==> src/icache_pkg.sv <==
/*
 Widths, address fields and types shared by the instruction cache.
 A line is one 128-bit refill word. CACHE_SIZE and NB_WAYS must be powers of two,
 with at least two sets per way.
*/
`default_nettype none

package icache_pkg;

   //////////////////////////////
   // Widths
   //////////////////////////////
   localparam int FETCH_ADDR_WIDTH  = 32;   // Core fetch address
   localparam int FETCH_DATA_WIDTH  = 32;   // Core fetch word
   localparam int REFILL_DATA_WIDTH = 128;  // One line, one L2 beat
   localparam int LINE_OFFSET_WIDTH = 4;    // Byte offset in a 16-byte line
   localparam int WORD_SEL_WIDTH    = 2;    // 32-bit word inside a line

   typedef logic [FETCH_ADDR_WIDTH-1:0]  fetch_addr_t;
   typedef logic [FETCH_DATA_WIDTH-1:0]  fetch_data_t;
   typedef logic [REFILL_DATA_WIDTH-1:0] line_data_t;

   // Controller FSM
   typedef enum logic [2:0] {
      IDLE,         // Waiting for fetch or flush
      LOOKUP,       // Tags and lines read, compare
      REFILL_REQ,   // Refill address held toward L2
      REFILL_WAIT,  // Waiting for the refill line
      FLUSH         // One cycle, all valid bits cleared
   } ctrl_state_t;

   //////////////////////////////
   // Address field sizes
   //////////////////////////////
   // Set index bits, 5 with 2 ways and 1 KiB
   function automatic int set_addr_width(input int nb_ways, input int cache_size);
      return $clog2(cache_size / nb_ways / (REFILL_DATA_WIDTH / 8));
   endfunction

   // Full tag, everything above set index
   function automatic int tag_width(input int nb_ways, input int cache_size);
      return FETCH_ADDR_WIDTH - LINE_OFFSET_WIDTH - set_addr_width(nb_ways, cache_size);
   endfunction

endpackage

`default_nettype wire

==> src/refill_resp_fifo.sv <==
/*
 Two-entry buffer on the L2 refill response. The consumer is always ready,
 so an entry is popped in the cycle it shows on valid_o.
*/
`timescale 1ns/1ps
`default_nettype none

module refill_resp_fifo import icache_pkg::*;
(
   input  logic        clk,
   input  logic        rst_n_i,

   input  logic        valid_i,   // L2 response strobe
   input  line_data_t  data_i,

   output logic        valid_o,   // Head entry present
   output line_data_t  data_o
);

   line_data_t  mem_q [2];
   logic        wr_ptr_q;
   logic        rd_ptr_q;
   logic [1:0]  count_q;      // 0 to 2 entries
   logic        full;
   logic        push;
   logic        pop;

   assign full    = (count_q == 2'd2);
   assign push    = valid_i && !full;
   assign pop     = valid_o;           // Consumer never stalls
   assign valid_o = (count_q != 2'd0);
   assign data_o  = mem_q[rd_ptr_q];

   //////////////////////////////
   // Pointers and count
   //////////////////////////////
   always_ff @(posedge clk or negedge rst_n_i)
   begin
      if (!rst_n_i)
      begin
         wr_ptr_q <= 1'b0;
         rd_ptr_q <= 1'b0;
         count_q  <= 2'd0;
      end
      else
      begin
         if (push)
            wr_ptr_q <= ~wr_ptr_q;
         if (pop)
            rd_ptr_q <= ~rd_ptr_q;
         case ({push, pop})
            2'b10:   count_q <= count_q + 2'd1;
            2'b01:   count_q <= count_q - 2'd1;
            default: count_q <= count_q;          // Both or neither
         endcase
      end
   end

   // Entry storage
   always_ff @(posedge clk)
   begin
      if (push)
         mem_q[wr_ptr_q] <= data_i;
   end

   // L2 has no back-pressure on this path
   a_no_push_full: assert property (@(posedge clk) disable iff (!rst_n_i)
      full |-> !valid_i)
      else $error("refill response while buffer full");

endmodule

`default_nettype wire

==> config.mk <==
export PLATFORM = sky130hd
export DESIGN_NAME = refill_resp_fifo
export DESIGN_NICKNAME = d
export VERILOG_FILES = /design/src/icache_pkg.sv /design/src/refill_resp_fifo.sv
export SDC_FILE = /design/constraint.sdc
export NUM_CORES = 1
export LEC_CHECK = 0
export ABC_CLOCK_PERIOD_IN_PS = 8800
export BUFFER_PORTS_ARGS = -buffer_cell sky130_fd_sc_hd__buf_2
export CAP_MARGIN = 20
export CORE_MARGIN = 4
export CORE_UTILIZATION = 40
export DETAILED_ROUTE_END_ITERATION = 10
export MAX_ROUTING_LAYER = met4
export PLACE_DENSITY_LB_ADDON = 0.15
export SYNTH_ARGS = -nofsm -noshare
export SYNTH_HDL_FRONTEND = slang
export SYNTH_SLANG_ARGS = --single-unit
==> constraint.sdc <==
create_clock -name clk -period 8.8 [get_ports clk]
set_input_delay 0.88 -clock clk [delete_from_list [all_inputs] [get_ports clk]]
set_output_delay 0.88 -clock clk [all_outputs]
set_load 0.02 [all_outputs]
* Yosys cells after proc, flatten, opt, wreduce, memory -nomap -nowiden
Memory sizes are Yosys's and may differ from the RTL's. Cells that the tools add are included.
Word-level totals: flip-flop bits (word level) 4, RAM bits 256, output and inout bits 129, memories kept 1
Memories:
- mem_q | words 2, bits a word 128, read ports 1, clocked after Yosys merged registers in 0, write ports 1, line refill_resp_fifo.sv:20 | line_data_t mem_q [2];
Operators by class: add/subtract/negate cells 2, equality and inequality tests 3, multiplexer cells 3, bitwise gates (word level) 2, reductions and logical operators 4
Operators by type and width (count):
- $eq 2x2->1 const B | 2
- $pmux 2 s2 | 1
- $reduce_bool 2->1 | 2
- $add 2x1->2 const B | 1
- $eq 2x1->1 const B | 1
- $mux 1 | 2
- $not 1->1 | 2
- $sub 2x1->2 const B | 1
- $logic_and 1x1->1 | 1
- $logic_not 1->1 | 1

* Longest topological paths before layout
depth after elaboration 5, depth in mapped cells 3

* Worst setup path before layout
Ideal clock, no wire load.
path type input port to flip-flop, from input port valid_i, to memory mem_q[0][0] (netlist name) (enable), arrival 6.272 ns, data required time 8.184 ns, slack 1.912 ns, stages on the path 2, path through nand2_1 > nor2_1
Between the ends: cells in the longest elaborated chain, start to end 3
Ends and longest elaborated chain:
- start: declaration | line refill_resp_fifo.sv:13 | input logic valid_i,
- $logic_and 1x1->1 | line refill_resp_fifo.sv:29 | assign push = valid_i && !full;
- $mux 1 | line refill_resp_fifo.sv:62 | if (push)
- $mux 1 (implied by the code) | line refill_resp_fifo.sv:63 | mem_q[wr_ptr_q] <= data_i;
- end: declaration | line refill_resp_fifo.sv:20
No other way between the ends.

* Worst setup path in the final report
from register rd_ptr_q, to output port data_o[25]
Between the ends: cells in the longest elaborated chain, start to end 1
Ends and longest elaborated chain:
- start: declaration | line refill_resp_fifo.sv:22 | logic rd_ptr_q;
- start signal: assignment | line refill_resp_fifo.sv:50 | rd_ptr_q <= ~rd_ptr_q;
- $mem_v2 2x128
- end: declaration | line refill_resp_fifo.sv:17 | output line_data_t data_o
No other way between the ends.

==> impl_metrics.py <==
metrics = {
    "outcome": {
        "status": "finished, final reports clean",
    },
    "worst_setup_path": {
        "critPathBufInv": 2,
        "ff2ff_path_depth": 3,
        "arrival_ns": 3.03,
        "critical_path_required_ns": 7.92,
        "critPathCaptureType": "output port",
        "path_cells": "buf_4 -> mux2_2 -> buf_2",
        "endpoint": "data_o[25]",
        "crit_slowest_cell": "buf_4",
        "timing.rr.end": "mem_q[1][13]",
        "crit_path_max_fanout": 79,
        "r2r_slack_ns": 6.19,
        "path_class": "reg2out",
        "crit_start": "rd_ptr_q",
        "slowest_delay_ns": 0.89,
        "critical_path_cell_count": 3,
        "start_kind": "flip-flop",
        "rr_startpoint": "count_q[1]",
        "path_delay_family": "buffers and inverters",
    },
    "yosys": {
        "synth_area_leader_cell": "edfxtp_1",
        "synth_top_area_frac": 0.8146,
        "syn_avg_cell_area_um2": 22.96,
        "synth_seq_cells": 260,
        "netlist_area_um2": 9437,
        "synth_area_leaders": "edfxtp_1, mux2_2, buf_6, dfrtp_1, nand2b_1",
        "synth_most_common_cell": "edfxtp_1",
        "async_flop_share": 0.01538,
        "synth.top_cells.by_count": "edfxtp_1, mux2_2, buf_6",
        "syn_inst": 411,
        "yosys_warnings": 0,
        "synth_flop_cell": "edfxtp_1",
        "ys_seq_area_frac": 0.8252,
        "synth.distinct_cells": 13,
        "synth_edf_count": 256,
        "synth_fp_nets": 542,
    },
    "grt": {
        "grt-ovfl-total": 0,
        "grt_pass1_vias": 5275,
        "grtUsageTotal": 0.1442,
        "antenna_found_initial": 7,
        "grt_pass1_wl_um": 28810,
        "grt_start_max_net_pins": 80,
    },
    "sta": {
        "fmax_mhz": 256.0,
        "hold_viol": 0,
        "final.setup.tns_ns": 0,
        "setup_viol": 0,
        "fin_crit_ns": 3.907,
        "hold_ws_ns": 0.1461,
        "skew_ns": 0.01536,
        "finalCritPeriodShare": 0.4440,
        "rsz0062_at_grt": "false",
        "max-slew-margin-rel": 0.2708,
        "fin_ws_ns": 4.893,
        "slew_viol_final": 0,
        "tightest_slew_ns": 1.094,
    },
    "floorplan": {
        "core_area_um2": 22920,
        "fp.dieH_um": 161.6,
        "start_util": 0.4118,
        "ioPinCount": 260,
        "num_rows": 55,
        "die-area_um2": 26110,
        "die_w_um": 161.6,
    },
    "drt": {
        "vias_per_cell": 4.612,
        "drc_errors": 0,
        "first_iter_violations": 251,
        "routed_wl_um": 18910,
        "firstDrtPassIters": 4,
        "vias": 4760,
        "ant_nets": 0,
        "post_drt_wl_per_cell_um": 18.32,
    },
    "placement": {
        "hpwl_um": 12480,
        "io_buffers": 259,
        "placed_cells": 973,
        "gp_congestion": 0.7615,
        "pre_cts_slack_ns": 5.412,
    },
    "cts": {
        "cts_hold_buf": 0,
        "cts.path.max_buffers": 3,
        "cts_buffers": 28,
        "cts.sinks": 260,
        "root_buffer": "clkbuf_16",
        "post_cts_buffers": 0,
        "ctsHtreeMaxLevel": 1,
        "cts_tree": "done",
        "clk_latency_ns": 0.52,
        "path_clk_slew_ns": 0.06,
        "cts_resized": 0,
    },
    "layout": {
        "area_growth_pct": 26.36,
        "fin_nets": 821,
        "drive_gt1_frac": 0.6124,
        "final-instance-count-excl-fill": 1032,
    },
    "job": {
        "maxCapViolCount": 0,
    },
    "pwr": {
        "powerDensity_nw_per_um2": 337.1,
        "max-vdd-ir-drop_mv": 0.1799,
        "leakagePower_nw": 4.451,
    },
    "worst_hold_path": {
        "min_path_type": "in2async",
    },
}
through the flow:
step,util,instance area [µm²],total power [W]
after floorplan,-,9437,0.002636
after global placement,0.4809,11020,0.002949
after detailed placement,0.4809,11020,0.002969
after CTS,0.5196,11910,0.004088
after global routing,0.5203,11920,0.004219
final,0.5203,11920,0.004020
registers in the layout (all words and copies together), names as in the netlist:
| register | cells |
|---|---|
| mem_q | 256 |
| count_q | 2 |
| rd_ptr_q | 1 |
| wr_ptr_q | 1 |
power by group:
part	leakage (nW)	switching (W)	internal [W]
sequential	2.45	0.0000928	0.00164
clock	0.431	0.000444	0.000659
combinational	1.57	0.000719	0.000463
total	4.45	0.00126	0.00276
area by class of cell:
cell class	instances	area [µm²]
diodes	7	17.52
clock buffers	41	800.8
clock inverters	11	86.33
fillers	1929	10990
multi-input cells	137	1510
flip-flops and latches	260	7791
well taps	313	391.6
repair buffers	263	1326
cell usage in the layout (no fill, tap or decap), types with 3 or more instances in the layout:
master | synthesis | layout
clkinv_2 | 0 | 5
edfxtp_1 | 256 | 256
clkbuf_1 | 0 | 9
clkbuf_8 | 0 | 3
mux2_2 | 128 | 128
dfrtp_1 | 4 | 3
buf_2 | 1 | 259
buf_4 | 0 | 4
diode_2 | 0 | 7
clkbuf_16 | 0 | 29
layer usage:
layer,wire length (µm),track usage,vias to the layer above
met2,9158,0.2342,180
li1,-,-,2218
met3,1815,0.05180,19
met4,222,0.02908,0
met5,0,-,-
met1,7710,0.1763,2343
cells by family after synthesis:
kind of cell / Yosys count / synth area share
buf+inv: 14 / 0.01604
simple gates: 7 / 0.004111
mux: 128 / 0.1527
flops: 260 / 0.8252
xor+xnor: 2 / 0.001857
worst min path at each step:
| stage | from | end | slack [ns] | cells after the start |
|---|---|---|---|---|
| 5_1_grt | rst_n_i | rd_ptr_q | 0.12 | 1 |
| 2_1_floorplan | wr_ptr_q | wr_ptr_q | 0.46 | 1 |
| 4_1_cts | rst_n_i | rd_ptr_q | 0.11 | 1 |
| 3_5_place_dp | count_q[0] | count_q[1] | 0.50 | 1 |
| 6_report | rst_n_i | rd_ptr_q | 0.15 | 1 |
| 3_3_place_gp | count_q[0] | count_q[1] | 0.48 | 1 |
Note: power is estimated with default switching activity, not from simulation.
