File: src/icache_pkg.sv
/*
 Widths, address fields and types shared by the instruction cache.
 A line is one 128-bit refill word. CACHE_SIZE and NB_WAYS must be powers of two,
 with at least two sets per way.
*/
`default_nettype none

package icache_pkg;

   //////////////////////////////
   // Widths
   //////////////////////////////
   localparam int FETCH_ADDR_WIDTH  = 32;   // Core fetch address
   localparam int FETCH_DATA_WIDTH  = 32;   // Core fetch word
   localparam int REFILL_DATA_WIDTH = 128;  // One line, one L2 beat
   localparam int LINE_OFFSET_WIDTH = 4;    // Byte offset in a 16-byte line
   localparam int WORD_SEL_WIDTH    = 2;    // 32-bit word inside a line

   typedef logic [FETCH_ADDR_WIDTH-1:0]  fetch_addr_t;
   typedef logic [FETCH_DATA_WIDTH-1:0]  fetch_data_t;
   typedef logic [REFILL_DATA_WIDTH-1:0] line_data_t;

   // Controller FSM
   typedef enum logic [2:0] {
      IDLE,         // Waiting for fetch or flush
      LOOKUP,       // Tags and lines read, compare
      REFILL_REQ,   // Refill address held toward L2
      REFILL_WAIT,  // Waiting for the refill line
      FLUSH         // One cycle, all valid bits cleared
   } ctrl_state_t;

   //////////////////////////////
   // Address field sizes
   //////////////////////////////
   // Set index bits, 5 with 2 ways and 1 KiB
   function automatic int set_addr_width(input int nb_ways, input int cache_size);
      return $clog2(cache_size / nb_ways / (REFILL_DATA_WIDTH / 8));
   endfunction

   // Full tag, everything above set index
   function automatic int tag_width(input int nb_ways, input int cache_size);
      return FETCH_ADDR_WIDTH - LINE_OFFSET_WIDTH - set_addr_width(nb_ways, cache_size);
   endfunction

endpackage

`default_nettype wire

File: src/icache_controller.sv
/*
 Cache FSM: lookup, hit compare, one outstanding miss refill, round-robin victim, flush, bypass.
 A hit returns the word the cycle after grant. Refill_req_o is combinational in LOOKUP on a miss.
 Bypass and flush requests are taken only in IDLE.
*/
`timescale 1ns/1ps
`default_nettype none

module icache_controller import icache_pkg::*;
#(
   parameter  int NB_WAYS    = 2,
   parameter  int CACHE_SIZE = 1024,
   localparam int SET_W      = set_addr_width(NB_WAYS, CACHE_SIZE),
   localparam int TAG_W      = tag_width(NB_WAYS, CACHE_SIZE)
)
(
   input  logic                            clk,
   input  logic                            rst_n_i,

   // Core fetch port
   input  logic                            fetch_req_i,
   input  fetch_addr_t                     fetch_addr_i,
   output logic                            fetch_gnt_o,
   output logic                            fetch_rvalid_o,
   output fetch_data_t                     fetch_rdata_o,

   // L2 address channel and buffered response
   output logic                            refill_req_o,
   output fetch_addr_t                     refill_addr_o,
   input  logic                            refill_gnt_i,
   input  logic                            resp_valid_i,
   input  line_data_t                      resp_data_i,

   // Control levels
   input  logic                            bypass_icache_i,
   output logic                            cache_is_bypassed_o,
   input  logic                            flush_icache_i,
   output logic                            cache_is_flushed_o,

   // Tag store
   output logic                            tag_rd_en_o,
   output logic [NB_WAYS-1:0]              tag_wr_way_o,
   output logic [SET_W-1:0]                tag_set_o,
   output logic [TAG_W-1:0]                tag_wdata_o,
   output logic                            tag_flush_o,
   input  logic [NB_WAYS-1:0]              tag_valid_i,
   input  logic [NB_WAYS-1:0][TAG_W-1:0]   tag_rdata_i,

   // Data store
   output logic                            data_rd_en_o,
   output logic [NB_WAYS-1:0]              data_wr_way_o,
   output logic [SET_W-1:0]                data_set_o,
   output line_data_t                      data_wdata_o,
   input  line_data_t [NB_WAYS-1:0]        data_rdata_i
);

   ctrl_state_t                state_q, state_d;
   fetch_addr_t                addr_q;           // Granted fetch address
   logic                       bypass_q;         // Bypass level seen in IDLE
   logic                       flushed_q;
   logic [NB_WAYS-1:0]         victim_q;         // One-hot round-robin pointer
   logic                       refill_rvalid_q;
   fetch_data_t                refill_word_q;

   logic [TAG_W-1:0]           addr_tag;
   logic [SET_W-1:0]           addr_set;
   logic [WORD_SEL_WIDTH-1:0]  word_sel;
   logic [NB_WAYS-1:0]         hit_way;
   logic                       hit;
   line_data_t                 hit_line;
   logic                       flush_pend;
   logic                       grant;
   logic                       resp_take;        // Line arrives in REFILL_WAIT
   logic                       alloc;            // ...and is written into the cache
   logic [SET_W-1:0]           store_set;

   // 32-bit word out of a line
   function automatic fetch_data_t pick_word(input line_data_t line,
                                             input logic [WORD_SEL_WIDTH-1:0] sel);
      return line[sel*FETCH_DATA_WIDTH +: FETCH_DATA_WIDTH];
   endfunction

   assign addr_tag = addr_q[FETCH_ADDR_WIDTH-1 -: TAG_W];
   assign addr_set = addr_q[LINE_OFFSET_WIDTH +: SET_W];
   assign word_sel = addr_q[LINE_OFFSET_WIDTH-1 -: WORD_SEL_WIDTH];

   //////////////////////////////
   // Hit compare
   //////////////////////////////
   always_comb
   begin
      hit_line = '0;
      for (int w = 0; w < NB_WAYS; w++)
      begin
         hit_way[w] = tag_valid_i[w] && (tag_rdata_i[w] == addr_tag);
         if (hit_way[w])
            hit_line = hit_line | data_rdata_i[w];   // At most one way
      end
   end

   assign hit        = |hit_way;
   assign flush_pend = flush_icache_i && !flushed_q;  // Already empty, nothing to do

   // Grant in IDLE, or back to back behind a hit
   always_comb
   begin
      case (state_q)
         IDLE:    grant = fetch_req_i && !flush_pend;
         LOOKUP:  grant = hit && fetch_req_i && !flush_pend && !bypass_icache_i;
         default: grant = 1'b0;
      endcase
   end

   //////////////////////////////
   // Next state
   //////////////////////////////
   always_comb
   begin
      state_d = state_q;
      case (state_q)
         IDLE:
         begin
            if (flush_pend)
               state_d = FLUSH;
            else if (grant)
               state_d = bypass_icache_i ? REFILL_REQ : LOOKUP;
         end
         LOOKUP:
         begin
            if (hit)
               state_d = grant ? LOOKUP : IDLE;
            else
               state_d = refill_gnt_i ? REFILL_WAIT : REFILL_REQ;  // Req already out
         end
         REFILL_REQ:
         begin
            if (refill_gnt_i)
               state_d = REFILL_WAIT;
         end
         REFILL_WAIT:
         begin
            if (resp_valid_i)
               state_d = IDLE;
         end
         default: state_d = IDLE;                     // FLUSH is one cycle
      endcase
   end

   assign resp_take = (state_q == REFILL_WAIT) && resp_valid_i;
   assign alloc     = resp_take && !bypass_q;         // Bypass never allocates
   assign store_set = alloc ? addr_set : fetch_addr_i[LINE_OFFSET_WIDTH +: SET_W];

   // Core side
   assign fetch_gnt_o    = grant;
   assign fetch_rvalid_o = ((state_q == LOOKUP) && hit) || refill_rvalid_q;
   assign fetch_rdata_o  = refill_rvalid_q ? refill_word_q : pick_word(hit_line, word_sel);

   // L2 side, line aligned
   assign refill_req_o  = (state_q == REFILL_REQ) || ((state_q == LOOKUP) && !hit);
   assign refill_addr_o = {addr_q[FETCH_ADDR_WIDTH-1:LINE_OFFSET_WIDTH],
                           {LINE_OFFSET_WIDTH{1'b0}}};

   // Stores
   assign tag_rd_en_o   = grant && !bypass_icache_i;
   assign data_rd_en_o  = grant && !bypass_icache_i;
   assign tag_set_o     = store_set;
   assign data_set_o    = store_set;
   assign tag_wr_way_o  = alloc ? victim_q : '0;
   assign data_wr_way_o = alloc ? victim_q : '0;
   assign tag_wdata_o   = addr_tag;
   assign data_wdata_o  = resp_data_i;
   assign tag_flush_o   = (state_q == FLUSH);

   assign cache_is_bypassed_o = bypass_q;
   assign cache_is_flushed_o  = flushed_q;

   //////////////////////////////
   // Control registers
   //////////////////////////////
   always_ff @(posedge clk or negedge rst_n_i)
   begin
      if (!rst_n_i)
      begin
         state_q         <= IDLE;
         bypass_q        <= 1'b0;
         flushed_q       <= 1'b1;                     // Reset clears every valid bit
         victim_q        <= NB_WAYS'(1);
         refill_rvalid_q <= 1'b0;
      end
      else
      begin
         state_q         <= state_d;
         refill_rvalid_q <= resp_take;                // Word goes out one cycle later
         if (state_q == IDLE)
            bypass_q <= bypass_icache_i;
         if (state_q == FLUSH)
            flushed_q <= 1'b1;
         else if (alloc)
            flushed_q <= 1'b0;
         if (alloc)
            victim_q <= (victim_q << 1) | victim_q[NB_WAYS-1];  // Rotate
      end
   end

   // Payload
   always_ff @(posedge clk)
   begin
      if (grant)
         addr_q <= fetch_addr_i;
      if (resp_take)
         refill_word_q <= pick_word(resp_data_i, word_sel);
   end

   // Allocation keeps one copy per line, so a tag matches in one way only
   a_hit_onehot: assert property (@(posedge clk) disable iff (!rst_n_i)
      (state_q == LOOKUP) |-> $onehot0(hit_way))
      else $error("tag hit in more than one way");

endmodule

`default_nettype wire

File: config.mk
export PLATFORM = sky130hd
export DESIGN_NAME = icache_controller
export DESIGN_NICKNAME = d
export VERILOG_FILES = /design/src/icache_pkg.sv /design/src/icache_controller.sv
export SDC_FILE = /design/constraint.sdc
export NUM_CORES = 1
export LEC_CHECK = 0
export BUFFER_PORTS_ARGS = -buffer_cell sky130_fd_sc_hd__buf_2
export CAP_MARGIN = 20
export CORE_AREA = 2 2 277 279
export DETAILED_ROUTE_END_ITERATION = 10
export DIE_AREA = 0 0 279 281
export PLACE_DENSITY = 0.38
export SYNTH_ARGS = -nofsm -noshare
export SYNTH_HDL_FRONTEND = slang
export SYNTH_SLANG_ARGS = --single-unit
export TNS_END_PERCENT = 20
File: constraint.sdc
create_clock -name clk -period 3.8 [get_ports clk]
set_input_delay 0.57 -clock clk [delete_from_list [all_inputs] [get_ports clk]]
set_output_delay 0.57 -clock clk [all_outputs]
set_load 0.005 [all_outputs]
Yosys cells after proc, flatten, opt, wreduce, memory -nomap -nowiden
Index checks and enable logic that the tools add are counted.
{"block": "word_totals", "wordCells": 60, "in_bits": 471, "out_inout_bits": 237, "regBits": 72}
{"block": "op_classes", "n_reduce_logical": 23, "mux": 17, "n_eq_ne": 9, "n_shift": 2, "bitwise": 2}
{"cell": "128-bit 2-to-1 mux", "n": 2}
{"cell": "128-bit by 8-bit indexed part select with 32-bit output", "n": 2}
{"cell": "128-bit OR", "n": 1}
{"cell": "23-bit equality test", "n": 2}
{"cell": "32-bit 2-to-1 mux", "n": 1}
{"cell": "1-bit logical AND", "n": 12}
{"cell": "3-bit 2-to-1 mux", "n": 4}
{"cell": "3-bit one-hot mux with 4 select lines", "n": 1}
{"cell": "3-bit by 2-bit equality test with 1-bit output (second input constant)", "n": 2}
{"cell": "2-bit 2-to-1 mux", "n": 3}
{"cell": "1-bit zero test", "n": 5}
{"cell": "5-bit 2-to-1 mux", "n": 1}
{"cell": "1-bit 2-to-1 mux", "n": 4}
{"cell": "2-bit inequality test (second input constant)", "n": 2}
{"cell": "3-bit by 1-bit equality test with 1-bit output (second input constant)", "n": 1}
{"cell": "3-bit equality test (second input constant)", "n": 1}
{"cell": "3-bit zero test", "n": 1}
{"cell": "3-bit inequality test (second input constant)", "n": 1}
{"cell": "3-bit AND reduction", "n": 1}
{"cell": "1-bit logical OR", "n": 2}
{"cell": "2-bit by 1-bit OR with 2-bit output", "n": 1}
{"cell": "1-bit one-hot mux with 2 select lines", "n": 1}
{"cell": "2-bit nonzero test", "n": 1}
{"cell": "2-bit OR reduction", "n": 1}

Logic depth before layout (Yosys ltp)
Gate-level depths: netlist of run 1.
{"block": "logic_depth", "word_depth": 10, "mapped_depth": 9, "ltp_nobuf": 7}

Worst setup path after synthesis of run 1
No wires, ideal clock.
{"block": "synth_path", "path_kind": "input to output", "start": "input tag_rdata_i[8] (netlist bit)", "end": "output tag_rd_en_o", "n_path_buf": 2, "cell_stages": 9, "arrival_time_ns": 3.356, "slack_ns": -0.126, "path_cell_list": "xor2_1 -> nor4_1 -> nand4_1 -> nor3_2 -> buf_4 -> o21bai_1 -> a2111oi_4 -> nor2b_1 -> buf_4"}
{"block": "synth_between", "elab_chain_cells": 8}
{"item": "start: declaration", "line": "icache_controller.sv:47", "text": "input logic [NB_WAYS-1:0][TAG_W-1:0] tag_rdata_i,"}
{"item": "23-bit equality test", "line": "icache_controller.sv:95", "text": "hit_way[w] = tag_valid_i[w] && (tag_rdata_i[w] == addr_tag);"}
{"item": "1-bit logical AND", "line": "icache_controller.sv:95"}
{"item": "2-bit OR reduction", "line": "icache_controller.sv:101", "text": "assign hit = |hit_way;"}
{"item": "1-bit logical AND (3 in series)", "line": "icache_controller.sv:109", "text": "LOOKUP: grant = hit && fetch_req_i && !flush_pend && !bypass_icache_i;"}
{"item": "1-bit one-hot mux with 2 select lines", "line": "icache_controller.sv:107", "text": "case (state_q)"}
{"item": "named net fetch_gnt_o", "line": "icache_controller.sv:23", "text": "output logic fetch_gnt_o,"}
{"item": "1-bit logical AND"}
{"item": "end: declaration", "line": "icache_controller.sv:41", "text": "output logic tag_rd_en_o,"}
The timed path passes the listed nets, and every way through them passes these cells.

Final worst setup path of run 1
{"block": "layout_path", "start": "register addr_q[20]", "end": "output fetch_rdata_o[29]"}
{"block": "layout_between", "elab_chain_cells": 7, "elab_cells_between_ends": 9, "cone_classes": "eq/ne: 2; shift: 1; mux: 3; bitwise: 1; reduce/logical: 2"}
{"item": "start: declaration", "line": "icache_controller.sv:58", "text": "fetch_addr_t addr_q;"}
{"item": "start signal: assignment", "line": "icache_controller.sv:209", "text": "addr_q <= fetch_addr_i;"}
{"item": "23-bit equality test", "line": "icache_controller.sv:95"}
{"item": "1-bit logical AND", "line": "icache_controller.sv:95"}
{"item": "128-bit 2-to-1 mux", "line": "icache_controller.sv:96", "text": "if (hit_way[w])"}
{"item": "128-bit OR", "line": "icache_controller.sv:97", "text": "hit_line = hit_line | data_rdata_i[w];"}
{"item": "128-bit 2-to-1 mux *", "line": "icache_controller.sv:96"}
{"item": "128-bit by 8-bit indexed part select with 32-bit output *", "line": "icache_controller.sv:80", "text": "return line[sel*FETCH_DATA_WIDTH +: FETCH_DATA_WIDTH];"}
{"item": "32-bit 2-to-1 mux *", "line": "icache_controller.sv:156", "text": "assign fetch_rdata_o = refill_rvalid_q ? refill_word_q : pick_word(hit_line, word_sel);"}
{"item": "end: declaration", "line": "icache_controller.sv:25", "text": "output fetch_data_t fetch_rdata_o,"}
Every way passes the cells marked *; elsewhere a longest branch is shown, timed or not.

==> results of run 1 <==
path summary, 6_finish.rpt:
kind	startpoint	end
worst min-delay path	fetch_addr_i[13]	addr_q[13]$_DFFE_PN_
worst max register to register	addr_q[24]$_DFFE_PN_	addr_q[26]$_DFFE_PN_
max in group asynchronous	rst_n_i	cache_is_flushed_o$_DFFE_PN1P_
min in group asynchronous	rst_n_i	state_q[1]$_DFFE_PN0P_
worst min register to register	cache_is_flushed_o$_DFFE_PN1P_	cache_is_flushed_o$_DFFE_PN1P_
worst max-delay path	addr_q[20]$_DFFE_PN_	fetch_rdata_o[29]
layout by cell type, fill, tap and decap left out, types with 20 or more instances in the layout:
| cell | synthesis | layout |
|---|---|---|
| nor3_1 | 31 | 29 |
| buf_4 | 193 | 48 |
| nand3_1 | 56 | 54 |
| o31a_1 | 28 | 28 |
| a31oi_1 | 29 | 22 |
| mux4_2 | 32 | 32 |
| buf_6 | 0 | 20 |
| a221oi_1 | 93 | 85 |
| buf_2 | 21 | 700 |
| nand2b_1 | 30 | 30 |
| edfxtp_1 | 62 | 62 |
| xor2_1 | 32 | 27 |
layer usage:
layer | track usage, % | up-vias
met4 | 4.78 | 0
met5 | 0 | -
met2 | 21.2 | 524
met3 | 2.34 | 75
li1 | - | 3865
met1 | 13.9 | 4243
through the flow:
| step | std cells | TNS, ps | hold WS [ps] |
|---|---|---|---|
| 2_1_floorplan | 761 | -70.5 | 274 |
| 3_3_place_gp | 2240 | -1100 | 426 |
| 3_5_place_dp | 2240 | -596 | 425 |
| 4_1_cts | 2276 | -990 | 323 |
| 5_1_grt | 2295 | -1770 | 335 |
| 6_report | 2295 | 0 | 369 |
power groups by stage:
stage,logic (mW),clock network [mW],registers [mW]
finish,1.61,0.950,1.15
detailed placement,1.57,0,1.18
global route,1.76,1.05,1.17
global placement,1.57,0,1.17
floorplan,0.857,0,1.06
CTS,1.63,1.04,1.16
flip-flops by register name, indices dropped and copies added, names as in the netlist:
| signal | flops |
|---|---|
| addr_q | 30 |
| cache_is_bypassed_o | 1 |
| cache_is_flushed_o | 1 |
| refill_rvalid_q | 1 |
| refill_word_q | 32 |
| state_q | 3 |
| victim_q | 2 |
Yosys cell counts:
cell,n
xor2_1,32
nor2b_1,2
buf_4,193
a221oi_1,93
o31a_1,28
a211o_1,1
conb_1,1
dfstp_2,2
o21bai_1,1
nand4_1,6
clkbuf_1,39
nand2b_1,30
nand4b_1,1
a22oi_1,4
dfrtp_1,6
nor3b_1,3
nor2_1,7
or3_1,2
a22o_1,3
xnor2_1,14
and2_1,2
a211oi_1,1
buf_1,4
mux2_2,8
a2111oi_4,1
nor3_1,31
a31oi_1,29
o21ai_0,2
nand3_1,56
buf_2,21
clkinv_1,1
nor4_1,9
a21oi_1,11
a311oi_1,1
nor3_2,2
edfxtp_1,62
mux4_2,32
nand2_1,11
o41ai_1,1
o21a_1,1
inv_1,4
worst reg2reg max path, stage by stage (launching register included):
cell and delay, ps:
edfxtp_1 380, buf_6 130, buf_4 160, xor2_2 190
nor4_4 250, nand4_1 200, nor3_4 290, buf_6 170
buf_4 100, buf_4 100, o21bai_4 60, a2111oi_4 330
buf_4 170, buf_6 100, buf_4 220, buf_4 330
kinds of logic (layout without fill, tap and decap cells):
logic type | Yosys count | count (layout) | share of synthesized area (%)
AO/OA/AOI/OAI | 177 | 177 | 19.6
XOR/XNOR | 46 | 46 | 5.50
buffers and inverters | 262 | 815 | 23.7
flip-flops | 70 | 70 | 28.2
multiplexers | 40 | 40 | 11.1
other | 1 | 7 | 0.0512
AND/OR/NAND/NOR | 162 | 162 | 11.9
cell type report:
type	count	area, um^2
fill	8616	63400
antenna	3	7.51
sequential	70	2070
inverter	5	21.3
tap	978	1220
clock buffer	9	225
multi-input combinational	429	3830
timing repair buffer	794	4610
clock inverter	7	72.6
repair_timing:
action	in CTS	in global routing
setup buffers	21	14
hold buffers	1	0
pin swaps	18	27
cloned	1	2
setup endpoints to repair	35	35
resized for setup	46	31
hold endpoints to repair	6	0
==> impl_metrics.toml, run 1 <==
[global_routing]
grt_overflow_total = 0
grt_antenna_before_repair = 15
via_count_of_the_first_global_routing_pass = 8841
maximum_number_of_pins_on_one_net_before_global_route_repair = 59
grt_first_pass_wirelength_mm = 65.2
groute.usage.overall_pct = 11.9

[die]
fp.dieH_um = 281
boundaryPins = 708
die_x_extent_um = 279
start_util_pct = 9.71
die-area_um2 = 78400
std_cell_rows = 101
coreArea_um2 = 75400

[routing]
1st_pass_router_iterations = 5
maxUsedRoutingLayer = "met4"
drtIter0Drc = 389
detail_route.wl_per_cell_um = 22.0
ant_nets = 0
route.vias.total = 8707
via_density = 3.79
remaining_drc_errors = 0
wirelength_met1_mm = 20.7
route.final.wire_length_mm = 50.5
detail_route_met2_wl_mm = 25.1
met3WireLength_mm = 2.89

[sta]
period_share_pct = 99.5
worst_slew_margin_relative_to_its_limit_pct = 45.7
grt_setup_unrepaired = "yes"
maxClockFrequency_ghz = 0.264
maxSlewViolCount = 0
post-route-worst-setup-slack_ps = 18.2
period_needed_ps = 3780
final_hold_viol_count = 0
timing.final.setup_violations = 0
slew_at_the_pin_closest_to_its_max_slew_limit_ps = 815
clock_skew_ps = 14.7

[critical_path]
r2r_cells = 15
endpoint_kind = "primary output"
reg2reg_setup_slack_ps = 290
crit_required_ps = 3230
max_stage_delay_ps = 510
crit_path_cell_trace = "xor2_2 -> nor4_4 -> buf_4 -> nand4_1 -> nor3_4 -> buf_12 -> buf_8 -> buf_6 -> a221oi_2 -> or3_1 -> a31oi_1 -> buf_4 -> buf_6"
path_buf_inv = 6
timing.critical_path.fanout_max = 5
worst_path_dominant_cell_family = "simple AND/OR/NAND/NOR gates"
worst_setup_path_start_kind = "flip-flop"
worst-path-stages = 13
crit_slowest_cell = "edfxtp_1"
cp.arrival_ps = 3210
setup.worst_path.class = "flip-flop to primary output"

[power_and_ir_drop]
report.power.total_mw = 3.71
vdd_drop_max_mv = 0.170
power.switching_fraction_pct = 38.6
switchingPower_mw = 1.44
share_seq_of_total_power_pct = 31.0
share_comb_of_total_power_pct = 43.5
power_density_nw_per_um2 = 308
power.static_leakage_nw = 5.18
p_int_mw = 2.28
share_clk_of_total_power_pct = 25.6

[min_path]
timing.hold.worst.class = "input pin to flip-flop"
worst_hold_path.num_cells = 1

[placement]
pre_cts_ws_ps = -268
dpl_cell_area_um2 = 10900
globalplace.congestion = 0.912
buffer_ports.inserted = 701
place_hpwl_mm = 39.2

[synthesis]
post_synth_inst_count = 758
synth.area.top_cells = "edfxtp_1 25%, buf_4 20%, a221oi_1 11%"
yosys_warnings = 0
yosys_register_bits = 70
syn_avg_cell_area_um2 = 9.67
syn-cell-area_um2 = 7330
synth.lib_cells_used.distinct = 41
dominant_cell_type_by_area_after_synthesis = "edfxtp_1"
fraction_of_the_yosys_area_taken_by_sequential_cells_pct = 28.2
yosysTopAreaCellShare_pct = 25.4

[cells_and_area]
flow.area_growth_from_synthesis_pct = 64.6
finish.utilization_pct = 16.0
final_nets = 1780
layout.cell_area.non_filler_um2 = 12100
final_layout_size_suffix_gt1_share_pct = 68.0

[clock_tree]
cts_buffers = 9
cts.reportedPaths.clkPinSlew_ps = 70
tritoncts_num_sinks = 70
clk-insertion-delay-late_ps = 380
cts_tree = "done"
htreeDepth = 3
cts-root-to-sink-buffers = 2
cts_root_buffer = "clkbuf_16"

[outcome]
run_status = "completed"

[run]
drv.max_cap_violation_count = 0
Power figures use the tool's default switching activity.
==> run 2, diff against run 1 <==
CORE_AREA = 2 2 278 280   (was 2 2 277 279)
DIE_AREA = 0 0 280 282   (was 0 0 279 281)
PLACE_DENSITY = 0.37   (was 0.38)
clock period = 3.91 ns   (was 3.8 ns; I/O delays follow)
==> run 2 against run 1 <==
Net effect:
- sequential share of layout area is 0.50 points higher
- clock skew down 3.4 ps
- sequential cell count unchanged
- highest routed layer is now met5
- first-iteration DRC count fell by 13%
- largest cell class unchanged
- global-route usage shrank 1.0 points
- critical path depth decreased by 2
==> impl_metrics.toml, run 2 (synthesized netlist as in run 1, its figures left out) <==
[min_path]
worst_hold_path.endpoint = "addr_q[2]$_DFFE_PN_"
hold_path_startpoint = "fetch_addr_i[2]"
timing.hold.worst.class = "input pin to flip-flop"
worst_hold_path.num_cells = 1

[placement]
dpl_cell_area_um2 = 10900
globalplace.congestion = 0.913
pre_cts_ws_ps = -15.1
place_hpwl_mm = 37.1
buffer_ports.inserted = 701
post_place_cells = 2237

[critical_path]
crit_required_ps = 3320
setup.worst_path.start = "addr_q[22]$_DFFE_PN_"
worst_setup_path_start_kind = "flip-flop"
endpoint_kind = "primary output"
r2r_cells = 10
timing.critical_path.fanout_max = 11
cp.arrival_ps = 3270
worstReg2RegStart = "addr_q[22]$_DFFE_PN_"
reg2reg_setup_slack_ps = 630
setup.worst_path.class = "flip-flop to primary output"
worstReg2RegEnd = "addr_q[23]$_DFFE_PN_"

[run]
drv.max_cap_violation_count = 0

[routing]
remaining_drc_errors = 0
met3WireLength_mm = 2.91
route.vias.total = 8597
wirelength_met1_mm = 18.5
drtIter0Drc = 339
1st_pass_router_iterations = 5
detail_route_met2_wl_mm = 23.9
ant_nets = 0
detail_route.wl_per_cell_um = 20.6
via_density = 3.76
route.final.wire_length_mm = 47.2
maxUsedRoutingLayer = "met5"

[die]
die-area_um2 = 79000
std_cell_rows = 101
die_x_extent_um = 280
fp.dieH_um = 282
start_util_pct = 9.68
boundaryPins = 708
coreArea_um2 = 75700

[clock_tree]
cts_root_buffer = "clkbuf_16"
clk-insertion-delay-late_ps = 370
tritoncts_num_sinks = 70
cts_tree = "done"
cts-root-to-sink-buffers = 2
htreeDepth = 3
cts.reportedPaths.clkPinSlew_ps = 80
cts_buffers = 9

[cells_and_area]
finish.utilization_pct = 15.5
layout_common_cells = "699 x buf_2, 88 x a221oi_1, 62 x edfxtp_1"
fillerInstances = 8706
final_nets = 1773
top_register = "refill_word_q"
flow.area_growth_from_synthesis_pct = 59.9
layout.cell_area.non_filler_um2 = 11700
final_layout_size_suffix_gt1_share_pct = 66.3
largest_registers = "refill_word_q: 32 flops, addr_q: 30 flops, state_q: 3 flops"
final_common_cell = "buf_2"
finish.cell_count_without_fillers = 2287
largest_register_ff_count = 32

[power_and_ir_drop]
p_int_mw = 2.18
power_density_nw_per_um2 = 306
vdd_drop_max_mv = 0.158
power.static_leakage_nw = 5.10
share_clk_of_total_power_pct = 26.7
share_comb_of_total_power_pct = 41.2
switchingPower_mw = 1.41
power.switching_fraction_pct = 39.2
share_seq_of_total_power_pct = 32.2

[sta]
maxSlewViolCount = 0
timing.final.setup_violations = 0
slew_at_the_pin_closest_to_its_max_slew_limit_ps = 954
final.setup.tns_ps = 0
clock_skew_ps = 11.3
final_hold_viol_count = 0
period_share_pct = 98.7
grt_setup_unrepaired = "yes"
maxClockFrequency_ghz = 0.259
worst_slew_margin_relative_to_its_limit_pct = 36.4
post-route-worst-setup-slack_ps = 50.7
period_needed_ps = 3860

[global_routing]
grt_overflow_total = 0
groute.usage.overall_pct = 10.9
grt_antenna_before_repair = 12
via_count_of_the_first_global_routing_pass = 8813
grt_first_pass_wirelength_mm = 60.8
maximum_number_of_pins_on_one_net_before_global_route_repair = 64

[outcome]
run_status = "completed"
==> run 2: cell types whose count changed in the layout (fill, tap and decap cells not counted), sizes merged <==
cell      previous run  this run
inv                  6         9
clkinv               3         1
clkbuf              11        17
diode                3         2
clkinvlp             2         0
buf                791       780
bufinv               1         0
==> run 2: worst max path at each step <==
stage                              endpoint  slack (ps)  depth (start not counted)
after floorplan                 tag_rd_en_o           7                          9
after global routing       fetch_rdata_o[6]         -80                         13
after detailed placement     fetch_rvalid_o         -20                         12
after global placement       fetch_rvalid_o          10                         12
final                     fetch_rdata_o[27]          50                         11
after CTS                  fetch_rdata_o[1]          -5                         12
==> run 2: area by class of cell <==
type                       instances  area [um^2]  share of cell area [%]
multi-input combinational        429         3670                    31.3
tap                              978         1220                    10.4
clock inverter                     5         35.0                   0.299
timing repair buffer             787         4430                    37.8
clock buffer                      11          264                    2.25
inverter                           5         21.3                   0.182
antenna                            2         5.00                  0.0427
sequential                        70         2070                    17.7
==> run 2: critical path, cell delays in order (launching register included) <==
cell and delay (ps):
edfxtp_1 450, xor2_1 180, nor4_2 410, buf_4 190, nand4_1 200, nor3_4 280, buf_8 220, buf_4 160
nand3_1 110, a31oi_2 230, o31a_1 270, buf_2 170
==> run 2: routing by layer <==
metal / GRT usage [%] / vias up
li1: - / 3844
met1: 12.3 / 4149
met2: 19.4 / 514
met3: 2.38 / 82
met4: 5.02 / 8
met5: 0 / -
==> run 2: through the flow <==
| step | power [mW] | hold WS, ps |
|---|---|---|
| 2_1_floorplan | 1.87 | 291 |
| 3_3_place_gp | 2.63 | 441 |
| 3_5_place_dp | 2.63 | 443 |
| 4_1_cts | 3.69 | 336 |
| 5_1_grt | 3.85 | 346 |
| 6_report | 3.59 | 382 |
==> run 2: power by group through the flow <==
stage | sequential (mW) | combinational [mW] | clock, mW
final | 1.15 | 1.48 | 0.957
after global routing | 1.18 | 1.61 | 1.06
after CTS | 1.16 | 1.48 | 1.05
after detailed placement | 1.18 | 1.46 | 0
after global placement | 1.18 | 1.46 | 0
after floorplan | 1.03 | 0.833 | 0
==> run 2: repair_timing <==
item                                    CTS  global route
gates cloned                              0             7
endpoints found under the setup margin   37            29
pin swaps                                 5            31
buffers inserted                          6            19
endpoints found under the hold margin     1             0
resized for setup                         7            30
hold buffers                              1             0
